[src/stq_pkg.sv]
package stq_pkg;

////////////////////////////////////////////////////////////////////////////
// Widths with a meaning
////////////////////////////////////////////////////////////////////////////

typedef logic [5:0]  t_rob_id;   // Compared modulo 64 against oldest
typedef logic [3:0]  t_stq_id;   // Up to 16 queue entries
typedef logic [31:0] t_addr;     // Byte address
typedef logic [31:0] t_data;
typedef logic [1:0]  t_opsize;   // Passed through to done

////////////////////////////////////////////////////////////////////////////
// Encodings
////////////////////////////////////////////////////////////////////////////

// Result of a store at mm5
typedef enum logic {
    ACT_COMPLETE,
    ACT_REPLAY
} t_pipe_action;

// Entry lifetime
typedef enum logic [1:0] {
    ST_FREE,
    ST_WAIT_ISS,   // Dispatched, no address yet
    ST_READY,      // Requesting the pipe
    ST_IN_PIPE
} t_stq_state;

endpackage

[src/mempipe_if.sv]
`timescale 1ns/1ns

interface mempipe_if
    import stq_pkg::*;
();

// Request side, mm0
logic         req;
t_stq_id      req_stqid;
t_rob_id      req_robid;
t_addr        req_addr;
logic         gnt;

// Result side, one cycle strobe
logic         valid_mm5;
t_stq_id      stqid_mm5;
t_rob_id      robid_mm5;
t_pipe_action action_mm5;

modport queue (
    output req, req_stqid, req_robid, req_addr,
    input  gnt, valid_mm5, stqid_mm5, robid_mm5, action_mm5
);

modport pipe (
    input  req, req_stqid, req_robid, req_addr,
    output gnt, valid_mm5, stqid_mm5, robid_mm5, action_mm5
);

endinterface

[src/age_matrix.sv]
`timescale 1ns/1ns

module age_matrix #(
    parameter int NUM_ENTRIES = 8
) (
    input  logic                   clk,
    input  logic                   rst,
    input  logic [NUM_ENTRIES-1:0] alloc,    // One-hot
    input  logic [NUM_ENTRIES-1:0] valid,
    input  logic [NUM_ENTRIES-1:0] reqs,
    output logic [NUM_ENTRIES-1:0] oldest    // One-hot
);

// Row i has bit j set when entry j is older than entry i
logic [NUM_ENTRIES-1:0] elders [NUM_ENTRIES];

////////////////////////////////////////////////////////////////////////////
// Matrix update
////////////////////////////////////////////////////////////////////////////

always_ff @(posedge clk) begin
    if (rst) begin
        for (int i = 0; i < NUM_ENTRIES; i++) begin
            elders[i] <= '0;
        end
    end else begin
        for (int i = 0; i < NUM_ENTRIES; i++) begin
            if (alloc[i]) begin
                elders[i] <= valid;              // Everyone live is older
            end else begin
                elders[i] <= elders[i] & valid;  // Drop freed columns
            end
        end
    end
end

////////////////////////////////////////////////////////////////////////////
// Oldest requester
////////////////////////////////////////////////////////////////////////////

always_comb begin
    for (int i = 0; i < NUM_ENTRIES; i++) begin
        oldest[i] = reqs[i] & ~|(elders[i] & reqs);
    end
end

endmodule

[src/storeq_entry.sv]
`timescale 1ns/1ns

module storeq_entry
    import stq_pkg::*;
(
    input  logic         clk,
    input  logic         rst,
    input  t_stq_id      id,

    input  t_rob_id      oldest_robid,
    input  logic         nuke_valid,
    input  t_rob_id      nuke_robid,

    input  logic         alloc,
    input  t_rob_id      alloc_robid,
    input  t_opsize      alloc_opsize,

    input  logic         iss_valid,
    input  t_stq_id      iss_stqid,
    input  t_addr        iss_addr,
    input  t_data        iss_data,

    input  logic         gnt,
    input  logic         pipe_valid_mm5,
    input  t_stq_id      pipe_stqid_mm5,
    input  t_rob_id      pipe_robid_mm5,
    input  t_pipe_action pipe_action_mm5,

    output logic         valid,
    output logic         req,
    output t_rob_id      robid,
    output t_addr        addr,
    output t_data        data,
    output t_opsize      opsize,
    output logic         done
);

t_stq_state state;
t_stq_state state_nxt;

t_rob_id    age;         // Distance from oldest
t_rob_id    nuke_age;
logic       nuke_hit;
logic       iss_hit;
logic       mm5_hit;

////////////////////////////////////////////////////////////////////////////
// Event decode
////////////////////////////////////////////////////////////////////////////

assign age      = robid - oldest_robid;        // Wraps mod 64
assign nuke_age = nuke_robid - oldest_robid;
assign nuke_hit = nuke_valid && valid && (age >= nuke_age);

assign iss_hit  = iss_valid && (iss_stqid == id) && (state == ST_WAIT_ISS);

// A result is ours only if the slot still holds the same store
assign mm5_hit  = pipe_valid_mm5 && (state == ST_IN_PIPE) &&
                  (pipe_stqid_mm5 == id) && (pipe_robid_mm5 == robid);

assign done     = mm5_hit && (pipe_action_mm5 == ACT_COMPLETE) && !nuke_hit;

assign valid    = (state != ST_FREE);
assign req      = (state == ST_READY);

////////////////////////////////////////////////////////////////////////////
// State machine
////////////////////////////////////////////////////////////////////////////

always_comb begin
    state_nxt = state;
    case (state)
        ST_FREE: begin
            if (alloc) begin
                state_nxt = ST_WAIT_ISS;
            end
        end
        ST_WAIT_ISS: begin
            if (iss_hit) begin
                state_nxt = ST_READY;
            end
        end
        ST_READY: begin
            if (gnt) begin
                state_nxt = ST_IN_PIPE;
            end
        end
        ST_IN_PIPE: begin
            if (mm5_hit) begin
                state_nxt = (pipe_action_mm5 == ACT_COMPLETE) ? ST_FREE : ST_READY;
            end
        end
        default: state_nxt = ST_FREE;
    endcase
    if (nuke_hit) begin
        state_nxt = ST_FREE;   // Nuke beats everything
    end
end

always_ff @(posedge clk) begin
    if (rst) begin
        state <= ST_FREE;
    end else begin
        state <= state_nxt;
    end
end

////////////////////////////////////////////////////////////////////////////
// Payload
////////////////////////////////////////////////////////////////////////////

always_ff @(posedge clk) begin
    if (alloc && (state == ST_FREE)) begin
        robid  <= alloc_robid;
        opsize <= alloc_opsize;
    end
    if (iss_hit) begin
        addr <= iss_addr;
        data <= iss_data;
    end
end

endmodule

[src/storeq.sv]
`timescale 1ns/1ns

module storeq
    import stq_pkg::*;
#(
    parameter int NUM_ENTRIES = 8
) (
    input  logic      clk,
    input  logic      rst,
    input  t_rob_id   oldest_robid,
    input  logic      nuke_valid,
    input  t_rob_id   nuke_robid,

    input  logic      disp_valid,
    input  t_rob_id   disp_robid,
    input  t_opsize   disp_opsize,
    output t_stq_id   stqid_alloc,

    input  logic      iss_valid,
    input  t_stq_id   iss_stqid,
    input  t_addr     iss_addr,
    input  t_data     iss_data,

    output logic      done_valid,
    output t_rob_id   done_robid,
    output t_addr     done_addr,
    output t_data     done_data,
    output t_opsize   done_opsize,
    output logic      idle,
    output logic      full,

    mempipe_if.queue  pipe
);

logic [NUM_ENTRIES-1:0] e_valid;
logic [NUM_ENTRIES-1:0] e_req;
logic [NUM_ENTRIES-1:0] e_done;
logic [NUM_ENTRIES-1:0] e_gnt;
logic [NUM_ENTRIES-1:0] e_alloc;
logic [NUM_ENTRIES-1:0] e_alloc_sel;   // Lowest free, one-hot
logic [NUM_ENTRIES-1:0] e_oldest;

t_rob_id e_robid  [NUM_ENTRIES];
t_addr   e_addr   [NUM_ENTRIES];
t_data   e_data   [NUM_ENTRIES];
t_opsize e_opsize [NUM_ENTRIES];

////////////////////////////////////////////////////////////////////////////
// Allocation
////////////////////////////////////////////////////////////////////////////

always_comb begin
    e_alloc_sel = '0;
    stqid_alloc = '0;
    for (int i = NUM_ENTRIES - 1; i >= 0; i--) begin
        if (!e_valid[i]) begin
            e_alloc_sel = '0;
            e_alloc_sel[i] = 1'b1;
            stqid_alloc = t_stq_id'(i);
        end
    end
end

assign e_alloc = disp_valid ? e_alloc_sel : '0;

assign idle = ~|e_valid;
assign full = &e_valid;

age_matrix #(.NUM_ENTRIES(NUM_ENTRIES)) age_mtx (
    .clk,
    .rst,
    .alloc  ( e_alloc  ),
    .valid  ( e_valid  ),
    .reqs   ( e_req    ),
    .oldest ( e_oldest )
);

////////////////////////////////////////////////////////////////////////////
// Entries
////////////////////////////////////////////////////////////////////////////

for (genvar e = 0; e < NUM_ENTRIES; e++) begin : g_entries
    storeq_entry entry (
        .clk,
        .rst,
        .id              ( t_stq_id'(e)    ),
        .oldest_robid,
        .nuke_valid,
        .nuke_robid,
        .alloc           ( e_alloc[e]      ),
        .alloc_robid     ( disp_robid      ),
        .alloc_opsize    ( disp_opsize     ),
        .iss_valid,
        .iss_stqid,
        .iss_addr,
        .iss_data,
        .gnt             ( e_gnt[e]        ),
        .pipe_valid_mm5  ( pipe.valid_mm5  ),
        .pipe_stqid_mm5  ( pipe.stqid_mm5  ),
        .pipe_robid_mm5  ( pipe.robid_mm5  ),
        .pipe_action_mm5 ( pipe.action_mm5 ),
        .valid           ( e_valid[e]      ),
        .req             ( e_req[e]        ),
        .robid           ( e_robid[e]      ),
        .addr            ( e_addr[e]       ),
        .data            ( e_data[e]       ),
        .opsize          ( e_opsize[e]     ),
        .done            ( e_done[e]       )
    );
end

////////////////////////////////////////////////////////////////////////////
// Pipe request, oldest first
////////////////////////////////////////////////////////////////////////////

always_comb begin
    pipe.req_stqid = '0;
    pipe.req_robid = '0;
    pipe.req_addr  = '0;
    for (int i = 0; i < NUM_ENTRIES; i++) begin
        if (e_oldest[i]) begin
            pipe.req_stqid = pipe.req_stqid | t_stq_id'(i);
            pipe.req_robid = pipe.req_robid | e_robid[i];
            pipe.req_addr  = pipe.req_addr  | e_addr[i];
        end
    end
end

assign pipe.req = |e_req;
assign e_gnt    = pipe.gnt ? e_oldest : '0;

////////////////////////////////////////////////////////////////////////////
// Done report
////////////////////////////////////////////////////////////////////////////

always_ff @(posedge clk) begin
    if (rst) begin
        done_valid <= 1'b0;
    end else begin
        done_valid <= |e_done;   // At most one per cycle
    end
end

always_ff @(posedge clk) begin
    for (int i = 0; i < NUM_ENTRIES; i++) begin
        if (e_done[i]) begin
            done_robid  <= e_robid[i];
            done_addr   <= e_addr[i];
            done_data   <= e_data[i];
            done_opsize <= e_opsize[i];
        end
    end
end

endmodule

[src/mem_pipe.sv]
`timescale 1ns/1ns

module mem_pipe
    import stq_pkg::*;
#(
    parameter int TAG_LINES = 64
) (
    input  logic     clk,
    input  logic     rst,
    input  logic     pipe_stall,
    mempipe_if.pipe  pipe
);

localparam int IDX_W = $clog2(TAG_LINES);
localparam int TAG_W = 32 - 4 - IDX_W;    // Above line offset and index

logic                  accept;
logic [4:0]            stg_valid;         // mm1 at bit 0, mm5 at bit 4
t_stq_id               stg_stqid [5];
t_rob_id               stg_robid [5];
t_addr                 stg_addr  [5];

logic [TAG_LINES-1:0]  line_valid;
logic [TAG_W-1:0]      line_tag [TAG_LINES];
logic [IDX_W-1:0]      idx_mm5;
logic [TAG_W-1:0]      tag_mm5;
logic                  hit_mm5;

////////////////////////////////////////////////////////////////////////////
// Grant and stages
////////////////////////////////////////////////////////////////////////////

assign pipe.gnt = !pipe_stall;
assign accept   = pipe.req && pipe.gnt;

always_ff @(posedge clk) begin
    if (rst) begin
        stg_valid <= '0;
    end else begin
        stg_valid <= {stg_valid[3:0], accept};
    end
end

always_ff @(posedge clk) begin
    stg_stqid[0] <= pipe.req_stqid;
    stg_robid[0] <= pipe.req_robid;
    stg_addr[0]  <= pipe.req_addr;
    for (int s = 1; s < 5; s++) begin
        stg_stqid[s] <= stg_stqid[s-1];
        stg_robid[s] <= stg_robid[s-1];
        stg_addr[s]  <= stg_addr[s-1];
    end
end

////////////////////////////////////////////////////////////////////////////
// Tag lookup at mm5
////////////////////////////////////////////////////////////////////////////

assign idx_mm5 = stg_addr[4][4 +: IDX_W];
assign tag_mm5 = stg_addr[4][31 -: TAG_W];
assign hit_mm5 = line_valid[idx_mm5] && (line_tag[idx_mm5] == tag_mm5);

assign pipe.valid_mm5  = stg_valid[4];
assign pipe.stqid_mm5  = stg_stqid[4];
assign pipe.robid_mm5  = stg_robid[4];
assign pipe.action_mm5 = hit_mm5 ? ACT_COMPLETE : ACT_REPLAY;

// Fill on miss so the replay hits
always_ff @(posedge clk) begin
    if (rst) begin
        line_valid <= '0;
    end else if (stg_valid[4] && !hit_mm5) begin
        line_valid[idx_mm5] <= 1'b1;
    end
end

always_ff @(posedge clk) begin
    if (stg_valid[4] && !hit_mm5) begin
        line_tag[idx_mm5] <= tag_mm5;
    end
end

endmodule

[src/storeq_top.sv]
`timescale 1ns/1ns

module storeq_top
    import stq_pkg::*;
#(
    parameter int NUM_ENTRIES = 8,
    parameter int TAG_LINES   = 64
) (
    input  logic    clk,
    input  logic    rst,
    input  t_rob_id oldest_robid,
    input  logic    nuke_valid,
    input  t_rob_id nuke_robid,

    input  logic    disp_valid,
    input  t_rob_id disp_robid,
    input  t_opsize disp_opsize,
    output t_stq_id stqid_alloc,

    input  logic    iss_valid,
    input  t_stq_id iss_stqid,
    input  t_addr   iss_addr,
    input  t_data   iss_data,

    input  logic    pipe_stall,

    output logic    done_valid,
    output t_rob_id done_robid,
    output t_addr   done_addr,
    output t_data   done_data,
    output t_opsize done_opsize,
    output logic    idle,
    output logic    full
);

mempipe_if pipe_bus ();   // Queue to pipe

storeq #(.NUM_ENTRIES(NUM_ENTRIES)) stq (
    .clk,
    .rst,
    .oldest_robid,
    .nuke_valid,
    .nuke_robid,
    .disp_valid,
    .disp_robid,
    .disp_opsize,
    .stqid_alloc,
    .iss_valid,
    .iss_stqid,
    .iss_addr,
    .iss_data,
    .done_valid,
    .done_robid,
    .done_addr,
    .done_data,
    .done_opsize,
    .idle,
    .full,
    .pipe ( pipe_bus.queue )
);

mem_pipe #(.TAG_LINES(TAG_LINES)) mpipe (
    .clk,
    .rst,
    .pipe_stall,
    .pipe ( pipe_bus.pipe )
);

endmodule

[config.mk]
export PLATFORM = sky130hd
export DESIGN_NAME = storeq_top
export DESIGN_NICKNAME = d
export VERILOG_FILES = /design/src/stq_pkg.sv /design/src/mempipe_if.sv /design/src/age_matrix.sv /design/src/storeq_entry.sv /design/src/storeq.sv /design/src/mem_pipe.sv /design/src/storeq_top.sv
export SDC_FILE = /design/constraint.sdc
export NUM_CORES = 2
export LEC_CHECK = 0
export BUFFER_PORTS_ARGS = -buffer_cell sky130_fd_sc_hd__clkbuf_2
export CAP_MARGIN = 20
export CORE_MARGIN = 4
export CORE_UTILIZATION = 38
export DETAILED_ROUTE_END_ITERATION = 6
export PLACE_DENSITY = 0.63
export SLEW_MARGIN = 20
export SYNTH_ARGS = -nofsm -noshare
export SYNTH_HDL_FRONTEND = slang
export SYNTH_SLANG_ARGS = --single-unit
[constraint.sdc]
create_clock -name clk -period 21.3 [get_ports clk]
set_clock_uncertainty 0.05 [all_clocks]
set_input_delay 3.195 -clock clk [delete_from_list [all_inputs] [get_ports clk]]
set_output_delay 3.195 -clock clk [all_outputs]
set_load 0.02 [all_outputs]
==> impl_metrics.tcl <==
set metrics [dict create \
    fin_area_um2 108000 \
    vias 57000 \
    io_pins 173 \
    slew_headroom 0.148 \
    layout_common_cells "edfxtp_1 (2120), a22oi_1 (322), dfxtp_1 (246)" \
    ys_types 89 \
    place_congestion 0.969 \
    placed_cell_area_um2 100000 \
    die_h_um 506 \
    synth_cells 5736 \
    grt_antenna_before_repair 37 \
    grt_first_pass_wirelength_mm 408 \
    drive_above_1_share 0.193 \
    cts_tree "yes" \
    final-setup-viol-count 0 \
    first_global_vias 55000 \
    remaining_drc_errors 4 \
    ys_seq_elements 2391 \
    core_um2 247000 \
    power_mw 9.32 \
    leakage_nw 34.5 \
    die_w_um 506 \
    fin_hold_ws_ps 192 \
    synth_edf_count 2120 \
    critPathArrivalTime_ps 9340 \
    die-area_um2 256000 \
    critPathCapture "stq.done_data[6]$_DFFE_PP_" \
    postRouteAntennaNets 0 \
    min_from "mpipe.stg_addr[0][107]$_DFF_P_" \
    path_clk_slew_ps 60 \
    r2r_slack_ps 12370 \
    r2r_cells 16 \
    tns_ps 0 \
    async_reset_ff_frac 0 \
    post_cts_buffers 0 \
    fmax_mhz 112 \
    rows 182 \
    ys_seq_area_frac 0.732 \
    powerDensity_nw_per_um2 86.5 \
    avgSynthCellArea_um2 16.5 \
    io_buffers 171 \
    tightest_slew_ps 1280 \
    hold_viol_final 0 \
    area_growth_pct 14.2 \
    syn-cell-area_um2 94400 \
    synth_warnings 0 \
    outcome "finished with violations" \
    holdPathStages 0 \
    fin_crit_ps 8930 \
    insertion_delay_ps 920 \
    max-cap-violations 0 \
    htree_levels 4 \
    wirelength_mm 288 \
    cts_inserted_buffers 231 \
    r2r-end "stq.done_data[6]$_DFFE_PP_" \
    path_class "reg2reg" \
    crit_fanout 50 \
    worstPathRequired_ps 21700 \
    gr-usage-all-layers 0.218 \
    cp-start-kind "flop" \
    hp-class "reg2reg" \
    clk_path_buf_depth 3 \
    cts-resized-gates 0 \
    finalCritPeriodShare 0.419 \
    overflow 0 \
    rsz0062_at_grt "no" \
    rr_startpoint "mpipe.stg_addr[0][133]$_DFF_P_" \
    fill_cells 21400 \
    startpoint "mpipe.stg_addr[0][133]$_DFF_P_" \
    viasPerCell 5.96 \
    wl_per_cell_um 30.1 \
    fin_util 0.437 \
    drtIter0Drc 8205 \
    fin_cells 9563 \
    grt_max_degree 120 \
    maxSlewViolCount 0 \
    dpl_worst_slack_ps 11580 \
    root_buffer "clkbuf_16" \
    layout_commonest_cell "edfxtp_1" \
    cts_num_sinks 2391 \
    nNetsFinal 6210 \
    ctsHoldBuffers 0 \
    first_pass_iters 7 \
    initial_core_util 0.383 \
    worst_slack_ps 12370 \
    hpwlAfterDp_mm 168 \
    endpoint_kind "flop" \
    placed_cells 9117 \
    peakVddDrop_mv 0.0761 \
    synthFlopType "edfxtp_1" \
    violations "DRC" \
]
==> Yosys cell counts (87+ instances only) <==
master    number  area share
a21oi_1      132      0.0070
a221oi_1     164       0.015
a22oi_1      322       0.026
buf_2         95      0.0050
clkbuf_1     212      0.0084
dfxtp_1      271       0.057
edfxtp_1    2120        0.67
inv_1         92      0.0037
mux2_2       137       0.016
mux2i_1      242       0.026
mux4_2       103       0.025
nand2_1      164      0.0065
nor2_1       178      0.0071
nor3_1       116      0.0062
o22ai_1       87      0.0058
==> power breakdown <==
group          total, mW  switching, mW  internal (mW)  leakage [nW]
Sequential          5.07         0.0112           5.06          21.1
Clock               4.07           1.80           2.27          3.70
Combinational      0.174          0.113         0.0610          9.73
Total               9.32           1.92           7.40          34.5
==> flip-flops by register name, indices dropped and copies added (netlist names) <==
| name | cells |
|---|---|
| stq.g_entries.entry.robid | 48 |
| mpipe.line_tag | 1408 |
| stq.done_opsize | 2 |
| stq.done_data | 32 |
| stq.g_entries.entry.addr | 256 |
| stq.age_mtx.elders | 64 |
| mpipe.line_valid | 64 |
| mpipe.stg_addr | 140 |
| mpipe.stg_robid | 30 |
| stq.done_valid | 1 |
| stq.g_entries.entry.state | 16 |
| stq.g_entries.entry.opsize | 16 |
| stq.g_entries.entry.data | 256 |
| stq.done_robid | 6 |
| mpipe.stg_stqid | 15 |
| stq.done_addr | 32 |
| mpipe.stg_valid | 5 |
==> critical path, cell delays in order (launching register included) <==
cell and delay [ps]:
dfxtp_4 680, buf_4 540, buf_4 630, buf_4 600, mux4_2 570, mux2i_1 760, o22a_1 250, o21ai_0 110
nor4_1 360, xnor2_1 120, a211oi_2 770, nand4b_1 720, nor3_4 310, buf_4 620, nand2_1 330, nand4_1 230
buf_4 650
==> worst min path at each step <==
stage	to	slack (ps)
global placement	mpipe.stg_addr[0][78]$_DFF_P_	260
detailed placement	mpipe.stg_addr[0][140]$_DFF_P_	260
finish	mpipe.stg_addr[0][139]$_DFF_P_	190
floorplan	mpipe.stg_addr[0][100]$_DFF_P_	260
CTS	mpipe.stg_addr[0][139]$_DFF_P_	200
global route	mpipe.stg_addr[0][139]$_DFF_P_	200
==> layer usage <==
| metal | GRT usage | share of wire | vias up |
|---|---|---|---|
| met5 | 0 | 0.00070 | - |
| met4 | 0.0874 | 0.043 | 32 |
| met3 | 0.0539 | 0.11 | 651 |
| met2 | 0.336 | 0.46 | 3407 |
| met1 | 0.296 | 0.39 | 29100 |
| li1 | - | - | 23800 |
==> kinds of logic (layout without fill, tap and decap cells) <==
logic type	count (synthesis)	in the layout	synth area share
flops	2391	2391	0.732
compound gates	1379	1379	0.112
simple gates	809	809	0.0443
mux	492	492	0.0678
buf+inv	473	913	0.0226
xor+xnor	108	108	0.0100
fa+ha+maj	82	82	0.0115
other cells	2	77	0.0000796
==> layout make-up <==
cell class | instances | area (µm²) | share of cell area
flip-flops and latches | 2391 | 69100 | 0.641
multi-input cells | 2935 | 23900 | 0.222
clock buffers | 312 | 6330 | 0.0588
well taps | 3312 | 4140 | 0.0385
repair buffers | 385 | 2530 | 0.0235
clock inverters | 122 | 1320 | 0.0122
inverters | 94 | 355 | 0.00330
diodes | 12 | 30.0 | 0.000279
Power figures use the tool's default switching activity.
